File: config.mk
export PLATFORM = sky130hd
export DESIGN_NAME = pgm_ddram_hub
export DESIGN_NICKNAME = d
export VERILOG_FILES = /design/src/hw/pgm_ddram_pkg.sv /design/src/hw/read_slot.sv /design/src/hw/grant_arbiter.sv /design/src/hw/loader_write_latch.sv /design/src/hw/ddram_sequencer.sv /design/src/hw/pgm_ddram_hub.sv
export VERILOG_INCLUDE_DIRS = /design/src /design/src/include
export SDC_FILE = /design/constraint.sdc
export NUM_CORES = 1
export LEC_CHECK = 0
export BUFFER_PORTS_ARGS = -buffer_cell sky130_fd_sc_hd__clkbuf_2
export CAP_MARGIN = 20
export CORE_MARGIN = 1.5
export CORE_UTILIZATION = 30
export CTS_CLUSTER_SIZE = 30
export DETAILED_ROUTE_END_ITERATION = 8
export GPL_TIMING_DRIVEN = 0
export PLACE_DENSITY_LB_ADDON = 0.08
export SLEW_MARGIN = 40
export SYNTH_ARGS = -nofsm -noshare
export SYNTH_HDL_FRONTEND = slang
export SYNTH_SLANG_ARGS = --single-unit
File: constraint.sdc
create_clock -name fixed_50m_clk -period 3.1 [get_ports fixed_50m_clk]
set_input_delay 0.31 -clock fixed_50m_clk [delete_from_list [all_inputs] [get_ports fixed_50m_clk]]
set_output_delay 0.31 -clock fixed_50m_clk [all_outputs]
set_load 0.02 [all_outputs]
File: src/include/pgm_ddram_settings.svh
`ifndef PGM_DDRAM_SETTINGS_SVH
`define PGM_DDRAM_SETTINGS_SVH

// Read clients sharing the port: CPU ROM, video fetch, audio samples
`define PGM_NUM_CLIENTS 3

// DDRAM side
`define PGM_ADDR_W 29       // 64-bit word address
`define PGM_DATA_W 64
`define PGM_BE_W 8          // One enable per byte of the data word

// Loader side
`define PGM_IOCTL_ADDR_W 27 // Byte address from the HPS
`define PGM_IOCTL_DATA_W 16

// Image index that goes into DDRAM, others are ignored here
`define PGM_LOADER_INDEX 0

`endif

File: src/hw/pgm_ddram_pkg.sv
`include "pgm_ddram_settings.svh"

package pgm_ddram_pkg;

    typedef logic [1:0] client_idx_t;   // Room for four clients

    // Level request from one client, addr held stable while req is high
    typedef struct packed {
        logic                   req;
        logic [`PGM_ADDR_W-1:0] addr;
    } read_req_t;

    // Granted read, arbiter to sequencer
    typedef struct packed {
        logic                   valid;  // Held until the completion
        client_idx_t            client;
        logic [`PGM_ADDR_W-1:0] addr;
    } read_cmd_t;

    // One-cycle completion broadcast to every slot
    typedef struct packed {
        logic                   valid;
        client_idx_t            client; // Slot that owns this data
        logic [`PGM_DATA_W-1:0] data;
    } read_done_t;

    // Latched loader write
    typedef struct packed {
        logic                   pending; // Also the wait back to the HPS
        logic [`PGM_ADDR_W-1:0] addr;
        logic [`PGM_DATA_W-1:0] data;
        logic [`PGM_BE_W-1:0]   be;
    } write_cmd_t;

    // Return path to a client
    typedef struct packed {
        logic                   ack;    // Level, drops after req drops
        logic [`PGM_DATA_W-1:0] data;
    } read_resp_t;

endpackage

File: src/hw/read_slot.sv
`timescale 1ns/1ns
`include "pgm_ddram_settings.svh"

// Holds one client's read until it completes, then keeps ack up until
// the client lets go of req
module read_slot #(
    parameter pgm_ddram_pkg::client_idx_t slot_index = '0  // Matched against done.client
) (
    input  logic                      fixed_50m_clk,
    input  logic                      reset,
    input  pgm_ddram_pkg::read_req_t  request,
    input  pgm_ddram_pkg::read_done_t done,
    output logic                      pending,
    output logic [`PGM_ADDR_W-1:0]    pending_addr,
    output pgm_ddram_pkg::read_resp_t response
);

    logic                   ack;
    logic [`PGM_DATA_W-1:0] ack_data;
    logic                   take_req;   // New request accepted this cycle
    logic                   done_hit;   // Completion belongs to this slot

    // No new request while ack is still up or one is already queued
    assign take_req = request.req && !ack && !pending;
    assign done_hit = done.valid && (done.client == slot_index) && pending;

    always_ff @(posedge fixed_50m_clk) begin
        if (reset) begin
            pending <= 1'b0;
            ack     <= 1'b0;
        end else if (done_hit) begin
            pending <= 1'b0;
            ack     <= 1'b1;            // Data is valid from here on
        end else begin
            if (take_req)
                pending <= 1'b1;
            if (!request.req)
                ack <= 1'b0;            // Client released, close the handshake
        end
    end

    // Address and returned word
    always_ff @(posedge fixed_50m_clk) begin
        if (take_req)
            pending_addr <= request.addr;   // Frozen for the arbiter
        if (done_hit)
            ack_data <= done.data;          // Full 64-bit word to every client
    end

    assign response = '{ack: ack, data: ack_data};

endmodule

File: src/hw/grant_arbiter.sv
`timescale 1ns/1ns
`include "pgm_ddram_settings.svh"

// Fixed priority, lowest client index wins. Only one read in flight,
// the grant stays until its completion comes back
module grant_arbiter (
    input  logic                      fixed_50m_clk,
    input  logic                      reset,
    input  logic                      download,
    input  logic                      pending [`PGM_NUM_CLIENTS],
    input  logic [`PGM_ADDR_W-1:0]    pending_addr [`PGM_NUM_CLIENTS],
    input  pgm_ddram_pkg::read_done_t done,
    output pgm_ddram_pkg::read_cmd_t  command
);

    logic                       pick_found;
    pgm_ddram_pkg::client_idx_t pick_client;
    logic [`PGM_ADDR_W-1:0]     pick_addr;
    logic                       grant_valid;
    pgm_ddram_pkg::client_idx_t grant_client;
    logic [`PGM_ADDR_W-1:0]     grant_addr;
    logic                       grant_take;
    logic                       grant_done;

    // Scan from the top down so the lowest pending index is left standing
    always_comb begin
        pick_found  = 1'b0;
        pick_client = '0;
        pick_addr   = '0;
        for (int i = `PGM_NUM_CLIENTS - 1; i >= 0; i--) begin
            if (pending[i]) begin
                pick_found  = 1'b1;
                pick_client = pgm_ddram_pkg::client_idx_t'(i);
                pick_addr   = pending_addr[i];
            end
        end
    end

    // New grants are held off while the loader owns the port
    assign grant_take = !grant_valid && !download && pick_found;
    assign grant_done = grant_valid && done.valid && (done.client == grant_client);

    always_ff @(posedge fixed_50m_clk) begin
        if (reset)
            grant_valid <= 1'b0;
        else if (grant_done)
            grant_valid <= 1'b0;    // Slot clears its pending on the same edge
        else if (grant_take)
            grant_valid <= 1'b1;
    end

    always_ff @(posedge fixed_50m_clk) begin
        if (grant_take) begin
            grant_client <= pick_client;
            grant_addr   <= pick_addr;
        end
    end

    assign command = '{valid: grant_valid, client: grant_client, addr: grant_addr};

endmodule

File: src/hw/loader_write_latch.sv
`timescale 1ns/1ns
`include "pgm_ddram_settings.svh"

// Turns one 16-bit loader write into a byte-masked 64-bit DDRAM write
// and keeps it until the controller takes it
module loader_write_latch (
    input  logic                          fixed_50m_clk,
    input  logic                          reset,
    input  logic                          ioctl_download,
    input  logic                          ioctl_wr,
    input  logic [`PGM_IOCTL_ADDR_W-1:0]  ioctl_addr,
    input  logic [`PGM_IOCTL_DATA_W-1:0]  ioctl_dout,
    input  logic [7:0]                    ioctl_index,
    input  logic                          ddram_busy,
    output pgm_ddram_pkg::write_cmd_t     write
);

    logic                   wr_pending;
    logic [`PGM_ADDR_W-1:0] wr_addr;
    logic [`PGM_DATA_W-1:0] wr_data;
    logic [`PGM_BE_W-1:0]   wr_be;
    logic                   wr_accept;

    // Only the DDRAM image, and only one write held at a time
    assign wr_accept = ioctl_wr && (ioctl_index == 8'(`PGM_LOADER_INDEX)) && !wr_pending;

    always_ff @(posedge fixed_50m_clk) begin
        if (reset || !ioctl_download)
            wr_pending <= 1'b0;             // Nothing survives the end of a download
        else if (wr_accept)
            wr_pending <= 1'b1;
        else if (wr_pending && !ddram_busy)
            wr_pending <= 1'b0;             // Taken on the first non-busy clock
    end

    always_ff @(posedge fixed_50m_clk) begin
        if (wr_accept) begin
            // Byte address to 64-bit word address
            wr_addr <= `PGM_ADDR_W'(ioctl_addr[`PGM_IOCTL_ADDR_W-1:3]);
            wr_data <= {(`PGM_DATA_W / `PGM_IOCTL_DATA_W){ioctl_dout}}; // Same halfword in every lane
            case (ioctl_addr[2:1])          // Halfword within the word picks the lane
                2'd0:    wr_be <= 8'h03;
                2'd1:    wr_be <= 8'h0C;
                2'd2:    wr_be <= 8'h30;
                default: wr_be <= 8'hC0;
            endcase
        end
    end

    assign write = '{pending: wr_pending, addr: wr_addr, data: wr_data, be: wr_be};

endmodule

File: src/hw/ddram_sequencer.sv
`timescale 1ns/1ns
`include "pgm_ddram_settings.svh"

// Drives the physical DDRAM port. Reads come from the arbiter, writes
// from the loader latch
module ddram_sequencer (
    input  logic                      fixed_50m_clk,
    input  logic                      reset,
    input  pgm_ddram_pkg::read_cmd_t  command,
    input  pgm_ddram_pkg::write_cmd_t write,
    input  logic                      ddram_busy,
    input  logic                      ddram_dout_ready,
    input  logic [`PGM_DATA_W-1:0]    ddram_dout,
    output logic                      ddram_rd,
    output logic                      ddram_we,
    output logic [`PGM_ADDR_W-1:0]    ddram_addr,
    output logic [`PGM_DATA_W-1:0]    ddram_din,
    output logic [`PGM_BE_W-1:0]      ddram_be,
    output pgm_ddram_pkg::read_done_t done,
    output logic                      ioctl_wait
);

    logic                       rd_issued;   // Current command already went out
    logic                       done_valid;
    pgm_ddram_pkg::client_idx_t done_client;
    logic [`PGM_DATA_W-1:0]     done_data;
    logic                       capture;

    // Single rd pulse per command. A pending write owns the address bus,
    // so the read waits behind it
    assign ddram_rd = command.valid && !rd_issued && !ddram_busy && !write.pending;

    // Only data for a read we actually issued, one completion per command
    assign capture = command.valid && rd_issued && ddram_dout_ready && !done_valid;

    always_ff @(posedge fixed_50m_clk) begin
        if (reset) begin
            rd_issued  <= 1'b0;
            done_valid <= 1'b0;
        end else begin
            done_valid <= capture;          // One-cycle strobe to the slots
            if (!command.valid)
                rd_issued <= 1'b0;          // Rearm once the grant is gone
            else if (ddram_rd)
                rd_issued <= 1'b1;
        end
    end

    always_ff @(posedge fixed_50m_clk) begin
        if (capture) begin
            done_client <= command.client;
            done_data   <= ddram_dout;
        end
    end

    assign done = '{valid: done_valid, client: done_client, data: done_data};

    // Write side straight from the latch
    assign ddram_we   = write.pending;
    assign ioctl_wait = write.pending;      // HPS stalls while a write is held
    assign ddram_din  = write.data;

    // Address and byte enables
    assign ddram_addr = write.pending ? write.addr : command.addr;
    assign ddram_be   = write.pending ? write.be : {`PGM_BE_W{1'b1}};  // Reads fetch the whole word

endmodule

File: src/hw/pgm_ddram_hub.sv
`timescale 1ns/1ns
`include "pgm_ddram_settings.svh"

// Memory-side hub: one DDRAM port shared by the ROM loader and the
// read clients, all on the 50 MHz clock
module pgm_ddram_hub (
    input  logic                          fixed_50m_clk,
    input  logic                          reset,

    // Loader
    input  logic                          ioctl_download,
    input  logic                          ioctl_wr,
    input  logic [`PGM_IOCTL_ADDR_W-1:0]  ioctl_addr,
    input  logic [`PGM_IOCTL_DATA_W-1:0]  ioctl_dout,
    input  logic [7:0]                    ioctl_index,
    output logic                          ioctl_wait,

    // Read clients, index 0 has top priority
    input  pgm_ddram_pkg::read_req_t      client_req  [`PGM_NUM_CLIENTS],
    output pgm_ddram_pkg::read_resp_t     client_resp [`PGM_NUM_CLIENTS],

    // DDRAM port
    output logic                          ddram_rd,
    output logic                          ddram_we,
    output logic [`PGM_ADDR_W-1:0]        ddram_addr,
    output logic [`PGM_DATA_W-1:0]        ddram_din,
    output logic [`PGM_BE_W-1:0]          ddram_be,
    input  logic [`PGM_DATA_W-1:0]        ddram_dout,
    input  logic                          ddram_busy,
    input  logic                          ddram_dout_ready
);

    pgm_ddram_pkg::write_cmd_t write;
    pgm_ddram_pkg::read_cmd_t  command;
    pgm_ddram_pkg::read_done_t done;
    logic                      slot_pending [`PGM_NUM_CLIENTS];
    logic [`PGM_ADDR_W-1:0]    slot_addr    [`PGM_NUM_CLIENTS];

    loader_write_latch loader_write_latch_i (
        .fixed_50m_clk  (fixed_50m_clk),
        .reset          (reset),
        .ioctl_download (ioctl_download),
        .ioctl_wr       (ioctl_wr),
        .ioctl_addr     (ioctl_addr),
        .ioctl_dout     (ioctl_dout),
        .ioctl_index    (ioctl_index),
        .ddram_busy     (ddram_busy),
        .write          (write)
    );

    // One slot per client, all listening to the same completion bus
    for (genvar i = 0; i < `PGM_NUM_CLIENTS; i++) begin : slot_gen
        read_slot #(
            .slot_index (pgm_ddram_pkg::client_idx_t'(i))
        ) read_slot_i (
            .fixed_50m_clk (fixed_50m_clk),
            .reset         (reset),
            .request       (client_req[i]),
            .done          (done),
            .pending       (slot_pending[i]),
            .pending_addr  (slot_addr[i]),
            .response      (client_resp[i])
        );
    end

    grant_arbiter grant_arbiter_i (
        .fixed_50m_clk (fixed_50m_clk),
        .reset         (reset),
        .download      (ioctl_download),    // No new reads while loading
        .pending       (slot_pending),
        .pending_addr  (slot_addr),
        .done          (done),
        .command       (command)
    );

    ddram_sequencer ddram_sequencer_i (
        .fixed_50m_clk    (fixed_50m_clk),
        .reset            (reset),
        .command          (command),
        .write            (write),
        .ddram_busy       (ddram_busy),
        .ddram_dout_ready (ddram_dout_ready),
        .ddram_dout       (ddram_dout),
        .ddram_rd         (ddram_rd),
        .ddram_we         (ddram_we),
        .ddram_addr       (ddram_addr),
        .ddram_din        (ddram_din),
        .ddram_be         (ddram_be),
        .done             (done),
        .ioctl_wait       (ioctl_wait)
    );

endmodule

==> Word level (Yosys, flattened, before mapping) <==
Index checks and enable logic that the tools add are counted.
{ "op_classes": {"n_eq_ne": 8, "n_bitwise": 1, "mux": 19, "n_reduce_logical": 48} }
{ "ops": {"columns": ["cell", "count"], "rows": [
  ["$mux W29", 4],
  ["$logic_and A1 B1 Y1", 25],
  ["$pmux W8 S3", 1],
  ["$logic_not A1 Y1", 12],
  ["$mux W1", 12],
  ["$reduce_or A2 Y1", 6],
  ["$logic_not A8 Y1", 1],
  ["$mux W8", 1],
  ["$ne A2 B1 Y1 const B", 3],
  ["$eq A2 B1 Y1 const B", 2],
  ["$eq A2 B2 Y1 const B", 2],
  ["$logic_not A2 Y1", 2],
  ["$eq A2 B2 Y1", 1],
  ["$mux W2", 1],
  ["$reduce_bool A2 Y1", 1],
  ["$logic_or A1 B1 Y1", 1],
  ["$not A1 Y1", 1]
]} }
{ "word_totals": {"register_bits": 482, "out_inout_bits": 299, "word_cells": 100} }

==> Depth between registers and ports, before layout <==
Gate-level depths: netlist (run 1).
{ "depth": {"depth_word": 4, "depth_mapped": 6, "ltp_nobuf": 3} }

==> By module <==
A second synthesis (run 1) with hierarchy kept.
{ "hier_totals": {"hier_cells": 749, "area_unflattened_um2": 15200.8} }
{ "by_module_without_submodules": {"columns": ["mod", "area_per_inst_um2", "cells_per_inst", "n_inst"], "rows": [
  ["read_slot (slot_gen[1].read_slot_i ...)", 2896.5, 103, 2],
  ["ddram_sequencer", 3019.1, 181, 1],
  ["read_slot (slot_gen[0].read_slot_i)", 2901.5, 103, 1],
  ["loader_write_latch", 1853.0, 114, 1],
  ["grant_arbiter", 1634.1, 145, 1]
]} }

==> Least setup slack after synthesis (run 1) <==
OpenSTA, ideal clock, no wires.
{ "synth_path": {"kind": "register to register", "startpoint": "register slot_gen[0].read_slot_i.pending", "endpoint": "register slot_gen[0].read_slot_i.pending_addr[0] (enable)", "stages_incl_launch_ff": 4, "n_path_buf": 2, "setup_slack_ns": -0.200, "period_less_slack_ns": 3.300, "arrival_ns": 2.843, "path_cell_list": "dfxtp_1 > buf_2 > clkbuf_1 > nor3b_1"} }
{ "synth_via": {"elab_chain_cells": 2} }
{ "synth_rtl": {"columns": ["item", "line", "text"], "rows": [
  ["from (decl)", "read_slot.sv:13", "output logic pending,"],
  ["from (signal assigned)", "read_slot.sv:29", "pending <= 1'b0;"],
  ["from (signal assigned)", "read_slot.sv:32", "pending <= 1'b0;"],
  ["from (signal assigned)", "read_slot.sv:36", "pending <= 1'b1;"],
  ["$logic_not A1 Y1", "read_slot.sv:24", "assign take_req = request.req && !ack && !pending;"],
  ["$logic_and A1 B1 Y1", "read_slot.sv:24", null],
  ["named net slot_gen[0].read_slot_i.take_req", "read_slot.sv:20", "logic take_req;"],
  ["to (signal assigned)", "read_slot.sv:45", "pending_addr <= request.addr;"],
  ["to (decl)", "read_slot.sv:14", "output logic [`PGM_ADDR_W-1:0] pending_addr,"]
]} }
The timed path passes the listed nets, and every way through them passes these cells.
A chain may end at the register's enable or synchronous reset.

==> Worst setup path in the final report (run 1) <==
{ "layout_path": {"startpoint": "register loader_write_latch_i.wr_pending", "endpoint": "output ddram_be[5]"} }
{ "layout_via": {"elab_chain_cells": 1} }
{ "layout_rtl": {"columns": ["item", "line", "text"], "rows": [
  ["from (decl)", "loader_write_latch.sv:18", "logic wr_pending;"],
  ["from (signal assigned)", "loader_write_latch.sv:29", "wr_pending <= 1'b0;"],
  ["from (signal assigned)", "loader_write_latch.sv:31", "wr_pending <= 1'b1;"],
  ["from (signal assigned)", "loader_write_latch.sv:33", "wr_pending <= 1'b0;"],
  ["$mux W8", "ddram_sequencer.sv:65", "assign ddram_be = write.pending ? write.be : {`PGM_BE_W{1'b1}};"],
  ["to (decl)", "pgm_ddram_hub.sv:27", "output logic [`PGM_BE_W-1:0] ddram_be,"]
]} }
Every way passes these cells.

==> impl.org, run 1 <==
** Run status
- Run status :: finished clean

** Pwr
- Fraction of power spent switching nets :: 20.79%
- Total power draw :: 12.76 mW
- Peak supply drop :: 427.1 uV
- Internal Power :: 10.11 mW
- Total power per unit cell area :: 585.4 mW/mm^2
- In this run the power spent charging and discharging nets is 2.654 mW.
- The analysis attributes to cell leakage a power of 8.524 nW.
- The clock network burns 43.6% of the power.
- Sequential share of power :: 51.0%
- Part of the power in combinational logic :: 5.4%

** Global routing
- The first global-routing pass estimated 58450 um of wire.
- Entering global routing, the biggest net connects 29 pins.
- Total overflow reported by the global router :: 0
- The via count of the first global-routing pass was 9141.
- Overall track demand over capacity in global routing :: 15.91%
- Number of antenna violations at the first check in global routing :: 1

** CTS
- Clock Sinks :: 430
- Root buffer cell :: sky130_fd_sc_hd__clkbuf_16
- Clock-pin slew on the worst setup and hold paths :: 0.06 ns
- Number of buffers inserted by post-CTS setup repair :: 0
- Number of buffers created by CTS :: 48
- Worst skew pair latency :: 0.59 ns
- The clock tree synthesis step divided the H-tree into 2 levels.
- Number of buffers on the longest clock path :: 3
- TritonCTS built the clock tree.
- The number of gates resized after CTS was 0.

** Setup path
- For the worst setup path, the data arrival time is 2.38 ns.
- Kind of end point of the critical path :: output pin
- By startpoint and endpoint, the worst setup path is classified as reg2out.
- For the worst setup path, the data required time is 2.79 ns.
- In this run the worst path has a maximum fanout of 10.
- CP max stage delay :: 0.56 ns
- STA classifies the critical path startpoint as a flip-flop.
- Among all stages on the critical path, the largest delay is contributed by sky130_fd_sc_hd__clkbuf_1.
- Walking the worst path, the cells encountered are buf_6 -> clkbuf_1 -> or2b_1 -> buf_4 -> clkbuf_2.

** Yosys
- A synthesized cell averages 21.27 um^2.
- Distinct cell type count after synthesis :: 33
- Number of register bits inferred by synthesis :: 430
- Proportion of register bits with asynchronous set or reset after synthesis :: 0%
- Dominant cell by count in the synthesized netlist :: sky130_fd_sc_hd__edfxtp_1
- Post-synthesis sequential area ratio :: 87.79%
- The synthesized design devotes to its leading area cell type 86.42% of total area.
- Number of instances in the synthesized netlist :: 686
- Largest cells by area after synthesis :: sky130_fd_sc_hd__edfxtp_1, sky130_fd_sc_hd__buf_4, sky130_fd_sc_hd__mux2_2
- Dominant cell type by area after synthesis :: sky130_fd_sc_hd__edfxtp_1
- In this run the cell area of the synthesized design comes to 0.01459 mm^2.
- For this run, the number of Yosys warnings is 0.
- Among all flip-flop cells after synthesis, the most frequent one is sky130_fd_sc_hd__edfxtp_1.
- Number of flops mapped to enable cells by yosys :: 420
- Counting every net in the synthesized netlist gives 897.
- Commonest cells in the netlist :: sky130_fd_sc_hd__edfxtp_1, sky130_fd_sc_hd__buf_4, sky130_fd_sc_hd__a22oi_1, sky130_fd_sc_hd__nand2_1, sky130_fd_sc_hd__mux2_2

** Die
- The die is 223.6 um tall.
- Measured along the x axis, the die boundary spans 223.6 um.
- For this design the top-level I/O count stands at 510.
- # rows :: 80
- Core region area :: 0.04785 mm^2
- Once the floorplan was initialized, standard cells occupied 30.50% of the core.
- The floorplan step defined a die boundary enclosing 0.04998 mm^2.

** Timing
- Hold timing on the final database bottoms out at a slack of 0.06139 ns.
- Summed over all failing endpoints, the final setup total negative slack is 0 ns.
- Setup repair after global routing left no endpoint under its margin.
- The count of final hold-check violations was 0.
- Slew at the pin closest to its max-slew limit :: 0.7055 ns
- Maximum clock frequency :: 371.8 MHz
- Final Critical Period :: 2.690 ns
- The number of slew-limit violations in the final report is 0.
- In the post-route analysis, the smallest setup slack over all paths is 0.4105 ns.
- After layout, the worst path uses 86.76% of the clock period.
- Count of endpoints failing setup in the final report :: 0
- Clock skew after layout :: 0.02112 ns
- Relative max-transition margin :: 52.96%

** Routing
- Mean routed wirelength per cell :: 19.19 um
- ANT nets after route :: 0
- Using the TritonRoute via totals, the vias-per-cell ratio works out to 4.161.
- Routed signal wires occupy layers up through met4.
- For this run, the detailed router's first-pass iteration total came to 4.
- Iteration-0 DRC Markers :: 381
- M1 WL :: 16100 um
- Summed over all nets, wire length on met3 after detailed routing comes to 2965 um.
- Wires add up to 40610 um.
- Drt drc :: 0
- Detailed routing placed a total of 20550 um of wire on met2.
- Across all layers, the routed design uses 8805 vias.

** Placement
- Port-buffer cells :: 507
- Total cell area at the placement stage :: 0.01830 mm^2
- Estimated wirelength of the detail-placed design :: 29280 um
- Timing analysis after detailed placement gives a worst setup slack of 0.9474 ns.
- Post-placement cell count :: 1832
- Routability-driven placement finished with a final weighted congestion of 0.7197.

** Cells and area
- Number of non-filler instances in the completed layout :: 2116
- The post-route netlist has 48.00% of its cells at a drive strength greater than 1.
- The final layout contains 1674 nets.
- Relative to the synthesized area, the layout overhead comes to 49.41%.
- The finished cells cover 0.02180 mm^2.
- Once layout is complete, the utilization of the core stands at 45.57%.

** Run
- Max-cap violations in this run came to 0.

** Worst hold path
- In this run the worst hold path is classified as in2reg.
## repair_timing
action                     in CTS  in global routing
setup endpoints to repair       0                  0
hold buffers                  196                  0
hold endpoints to repair      195                  0
## path summary, 6_finish.rpt
check        cells after the start  slack [ns]                             from                                        to
min                              2        0.06                    ioctl_addr[2]             loader_write_latch_i.wr_be[6]
max                              5        0.41  loader_write_latch_i.wr_pending                               ddram_be[5]
max reg2reg                      5        1.04  slot_gen[0].read_slot_i.pending  slot_gen[0].read_slot_i.pending_addr[23]
min reg2reg                      0        0.46  ddram_sequencer_i.done_data[47]      slot_gen[1].read_slot_i.ack_data[47]
## layout by cell type (no fill, tap or decap), types with 11 or more instances in the layout
master	count
sky130_fd_sc_hd__o21ai_0	19
sky130_fd_sc_hd__buf_4	82
sky130_fd_sc_hd__edfxtp_1	420
sky130_fd_sc_hd__clkbuf_16	48
sky130_fd_sc_hd__clkinv_1	11
sky130_fd_sc_hd__clkbuf_2	507
sky130_fd_sc_hd__a22oi_1	29
sky130_fd_sc_hd__clkbuf_1	15
sky130_fd_sc_hd__dlygate4sd3_1	196
sky130_fd_sc_hd__nand2_1	29
sky130_fd_sc_hd__mux2_2	24
## power groups by stage
stage               logic [mW]  registers, mW  clock network, mW
floorplan                0.207           6.62                  0
global placement         0.450           6.64                  0
detailed placement       0.487           6.63                  0
CTS                      0.704           6.51               5.75
global route             0.753           6.51               5.94
finish                   0.691           6.51               5.57
## area by class of cell
class	instances	area, um^2
Antenna cell	1	2.502
Multi-Input combinational cell	163	1180
Inverter	2	7.507
Sequential cell	430	12810
Clock buffer	55	1227
Clock inverter	32	310.3
Fill cell	4303	26040
Buffer	91	653.1
Timing Repair Buffer	727	4842
Tap cell	615	769.5
## worst max-delay path, delay by kind of cell, from the launching register on
family,cells,cell delay [ns]
buf+inv,4,1.04
flops,1,0.40
simple gates,1,0.34
## flip-flops by register name (all words and copies together) (netlist names)
name	cells
slot_gen.read_slot_i.ack_data	192
slot_gen.read_slot_i.pending_addr	87
ddram_sequencer_i.done_data	64
grant_arbiter_i.grant_addr	29
loader_write_latch_i.wr_addr	24
loader_write_latch_i.wr_data	16
loader_write_latch_i.wr_be	4
slot_gen.read_slot_i.ack	3
slot_gen.read_slot_i.pending	3
ddram_sequencer_i.done_client	2
grant_arbiter_i.grant_client	2
ddram_sequencer_i.done_valid	1
ddram_sequencer_i.rd_issued	1
grant_arbiter_i.grant_valid	1
loader_write_latch_i.wr_pending	1
## kinds of logic (layout without fill, tap and decap cells)
| logic type | after synthesis | in the layout | synth area share, % |
|---|---|---|---|
| mux | 24 | 24 | 1.852 |
| flops | 430 | 430 | 87.79 |
| buf+inv | 93 | 907 | 4.527 |
| other cells | 0 | 1 | 0 |
| simple gates | 71 | 71 | 2.881 |
| compound gates | 66 | 66 | 2.829 |
| xor+xnor | 2 | 2 | 0.1200 |
## layer usage
layer,track usage [%],vias up
met5,0,-
li1,-,4156
met4,5.318,0
met3,4.538,68
met1,18.70,4255
met2,27.92,326
Note: power is estimated with default switching activity, not from simulation.
==> run 2, diff against run 1 <==
--- a/config.mk
+++ b/config.mk
@@ -17,4 +17,5 @@
 export SLEW_MARGIN = 40
 export SYNTH_ARGS = -nofsm -noshare
 export SYNTH_HDL_FRONTEND = slang
+export SYNTH_HIERARCHICAL = 1
 export SYNTH_SLANG_ARGS = --single-unit
==> run 2 against run 1 <==
  * Sequential share of layout area is 1.8 points lower
  * Hold slack worse by 0.024 ns
  * Register-to-register slack worse by 0.56 ns
  * Clock-buffer cell count is 8 higher
  * Cell area is 3.2% higher
  * Cell count is 5.8% higher
  * First-iteration DRC count is 19% lower
  * Global-route usage is 0.70 points lower
  * Critical endpoint is now loader_write_latch_i/wr_addr[20]
  * Largest cell class unchanged
==> impl.org, run 2 <==
** Run status
- Run status :: finished clean

** Setup path
- CP startpoint :: loader_write_latch_i/wr_pending
- The largest driver fanout on the critical path came to 9 (-1).
- Worst reg2reg path startpoint :: loader_write_latch_i/wr_pending
- Crit start category :: flip-flop
- Worst path arrival time :: 2.90 ns (+0.52 ns)
- STA classifies the critical path endpoint as a flip-flop.
- The required time at the worst-slack endpoint was 3.38 ns (+0.59 ns).
- The worst setup path is of the reg2reg kind.

** Die
- The number of primary I/O pins was 510 (unchanged).
- The die height came to 228.1 um (+2.0%).
- Core region area :: 0.05007 mm^2 (+4.6%)
- # rows :: 82 (+2.5%)
- The initial standard-cell utilization of the core is 30.36% (-0.14 points).
- Die Outline Area :: 0.05203 mm^2 (+4.1%)
- Overall die width :: 228.1 um (+2.0%)

** Yosys
- By instance count, the leading cell after synthesis is sky130_fd_sc_hd__edfxtp_1.
- Number of flops mapped to enable cells by yosys :: 420 (unchanged)
- In the synthesized netlist the dominant register cell turns out to be sky130_fd_sc_hd__edfxtp_1.
- Number of instances in the synthesized netlist :: 749 (+9.2%)
- Area fraction of the dominant cell type after synthesis :: 82.97% (-3.4 points)
- In the post-synthesis netlist, the biggest area contributors are sky130_fd_sc_hd__edfxtp_1, sky130_fd_sc_hd__buf_4, sky130_fd_sc_hd__mux2_2.
- The largest total area in the synthesized netlist belongs to sky130_fd_sc_hd__edfxtp_1.
- The Yosys warning count was 6 (+6).
- Area of the mapped netlist :: 0.01520 mm^2 (+4.2%)
- Distinct cell type count after synthesis :: 43 (+30%)
- Post-synthesis area per instance :: 20.29 um^2 (-4.6%)
- Post-synthesis sequential area ratio :: 84.29% (-3.5 points)
- The fraction of registers with async set or reset after synthesis was 0% (unchanged).
- By count the netlist is led by sky130_fd_sc_hd__edfxtp_1, sky130_fd_sc_hd__buf_4, sky130_fd_sc_hd__nand2_1.
- The number of storage elements in the synthesis netlist came to 430 (unchanged).

** Pwr
- Leakage power figure :: 8.952 nW (+5.0%)
- The power per standard cell area was 559.9 mW/mm^2 (-4.4%).
- Peak supply drop :: 394.5 uV (-7.6%)

** Timing
- The worst slew margin relative to its limit is 64.10% (+11 points).
- Clock skew after layout :: 0.009240 ns (-0.01188 ns)
- Number of hold violations in the final report :: 0 (unchanged)
- The post-route clock period utilization was 84.58% (-2.2 points).
- The setup total negative slack is 0 ns (unchanged).
- The minimum clock period after layout came to 2.622 ns (-0.06771 ns).
- Count of endpoints failing setup in the final report :: 0 (unchanged)
- The final critical-path setup slack is 0.4782 ns (+0.06771 ns).
- Unrepaired setup endpoints after global routing :: no
- The number of slew-limit violations in the final report is 0 (unchanged).
- Slew at the pin closest to its max-slew limit :: 0.5386 ns (-0.1670 ns)
- The achievable clock frequency is 381.4 MHz (+2.6%).

** Cells and area
- Share of cells above drive strength 1 :: 50.67% (+2.7 points)
- Register with the most flip-flops :: slot_gen.read_slot_i/ack_data
- Synth-to-Final Area Change :: 47.98%
- The utilization after layout came to 44.93% (-0.65 points).
- Number of flip-flops under the largest register name :: 192 (unchanged)
- The number of fillers in the final layout was 4609 (+7.1%).
- Final layout net count :: 1738 (+3.8%)
- The library cells used most frequently in the layout, excluding fill and tap cells, are sky130_fd_sc_hd__clkbuf_2, sky130_fd_sc_hd__edfxtp_1, sky130_fd_sc_hd__dlygate4sd3_1, sky130_fd_sc_hd__buf_4, sky130_fd_sc_hd__clkbuf_16.
- The library cell used most frequently in the layout, excluding fill and tap cells, is sky130_fd_sc_hd__clkbuf_2.
- In the final layout, the registers with the most flip-flops are slot_gen.read_slot_i/ack_data x192, slot_gen.read_slot_i/pending_addr x87, ddram_sequencer_i/done_data x64.

** CTS
- Clock-pin slew on the worst setup and hold paths :: 0.06 ns (about the same)
- Clock Sinks :: 430 (unchanged)
- Number of buffers on the longest clock path :: 3 (unchanged)
- The post-CTS setup buffer count came to 0 (unchanged).
- Count of hold buffers inserted by post-cts repair :: 193 (-1.5%)
- TritonCTS clock tree :: done
- Number of buffers created by CTS :: 46 (-4.2%)
- Post-cts repair resize count :: 0 (unchanged)
- Root buffer cell :: sky130_fd_sc_hd__clkbuf_16
- Worst skew pair latency :: 0.57 ns (-0.02 ns)
- Htree depth :: 2 (unchanged)

** Run
- Max Cap Violations :: 0 (unchanged)

** Global routing
- Met1 GRT Util :: 17.83% (-0.87 points)
- Global Route met2 Usage :: 26.38% (-1.5 points)
- Number of antenna violations at the first check in global routing :: 4 (+3)
- The wire length of the first global-routing pass was 59310 um (+1.5%).
- The global routing stage identified its most utilized layer as met2.
- The via count of the first global-routing pass was 9453 (+3.4%).
- The global routing usage on met3 was 4.825% (+0.29 points).
- Maximum number of pins on one net before global-route repair :: 29 (unchanged)
- Overall track demand over capacity in global routing :: 15.21% (-0.70 points)
- Total overflow reported by the global router :: 0 (unchanged)

** Routing
- The number of nets still failing antenna checks after routing was 0 (unchanged).
- The total routed wirelength was 39910 um (-1.7%).
- Drt drc :: 0 (unchanged)
- Vias per std cell :: 4.007 (-3.7%)
- Iteration-0 DRC Markers :: 309 (-19%)
- The via count is 8971 (+1.9%).
- Iteration count of the initial detailed-routing pass :: 4 (unchanged)
- The routed length per instance was 17.82 um (-7.1%).

** Worst hold path
- The tightest min-delay check is of the in2reg type.
- The startpoint identified for the worst hold timing path is ioctl_download.

** Placement
- The routability-driven placement congestion ratio is 0.7708 (+7.1%).
- The count of buffers inserted at the top-level ports was 508 (+0.20%).
- Post-Place Worst Slack :: 0.3244 ns (-0.6230 ns)
- The estimated wirelength of the detail-placed design was 29320 um (+0.14%).
==> run 2: cell count changes after synthesis, sizes merged, moves of 3 or more <==
cell    change
a211oi      +3
a21oi       -4
and2        +4
buf        +55
mux2        +5
nand2b      +8
nor2b       -6
nor3        -3
nor3b       -5
o21ba       +3
==> run 2: where the power goes <==
| group | internal (mW) | switching [mW] | leakage [nW] |
|---|---|---|---|
| sequential | 6.47 | 0.0370 | 3.92 |
| clock | 3.13 | 2.27 | 0.738 |
| combinational | 0.388 | 0.304 | 4.30 |
| total | 9.99 | 2.61 | 8.95 |
==> run 2: stage by stage <==
stage / cells / power (mW) / area [um^2] / hold slack (ns)
final: 2239 / 12.59 / 22490 / 0.03758
after global routing: 2239 / 13.07 / 22490 / 0.03295
after CTS: 2237 / 12.82 / 22490 / 0.003188
after detailed placement: 1958 / 7.132 / 19050 / 0.4540
after global placement: 1933 / 7.101 / 18610 / 0.4423
after floorplan: 753 / 6.846 / 15230 / 0.3746
==> run 2: logic make-up (layout without fill, tap and decap cells) <==
kind of cell / after synthesis / count (layout) / synth area share [%]
multiplexers: 29 / 29 / 2.395
other: 1 / 7 / 0.02467
AND/OR/NAND/NOR: 68 / 68 / 2.618
flip-flops: 430 / 430 / 84.29
AO/OA/AOI/OAI: 68 / 68 / 3.037
XOR/XNOR: 2 / 2 / 0.1153
buffers and inverters: 151 / 963 / 7.523
==> run 2: layer usage <==
metal | routed length (um) | share of wire (%)
met5 | 26 | 0.065
met4 | 1096 | 2.7
met1 | 15950 | 40
met2 | 20140 | 50
met3 | 2688 | 6.7
==> run 2: worst paths after layout <==
check | endpoint | slack [ns] | cells past startpoint
min | loader_write_latch_i/wr_pending | 0.04 | 2
max reg2reg | loader_write_latch_i/wr_addr[20] | 0.48 | 7
min reg2reg | slot_gen[1].read_slot_i/ack_data[36] | 0.47 | 0
max | loader_write_latch_i/wr_addr[20] | 0.48 | 7
==> run 2: area by class of cell <==
| class | instances | area [um^2] | area share (%) |
|---|---|---|---|
| Antenna cell | 2 | 5.005 | 0.02225 |
| Buffer | 147 | 1129 | 5.017 |
| Clock buffer | 63 | 1295 | 5.757 |
| Clock inverter | 23 | 216.5 | 0.9623 |
| Inverter | 4 | 15.01 | 0.06675 |
| Multi-Input combinational cell | 172 | 1306 | 5.807 |
| Sequential cell | 430 | 12810 | 56.96 |
| Tap cell | 672 | 840.8 | 3.738 |
| Timing Repair Buffer | 726 | 4875 | 21.67 |
==> run 2: worst max-delay path, cell delays in order, from the launching register on <==
cell                      delay [ns]
sky130_fd_sc_hd__dfxtp_1        0.35
sky130_fd_sc_hd__or4_1          0.58
sky130_fd_sc_hd__nor4_4         0.36
sky130_fd_sc_hd__buf_4          0.24
sky130_fd_sc_hd__buf_4          0.18
sky130_fd_sc_hd__buf_4          0.20
sky130_fd_sc_hd__buf_4          0.21
sky130_fd_sc_hd__buf_4          0.19
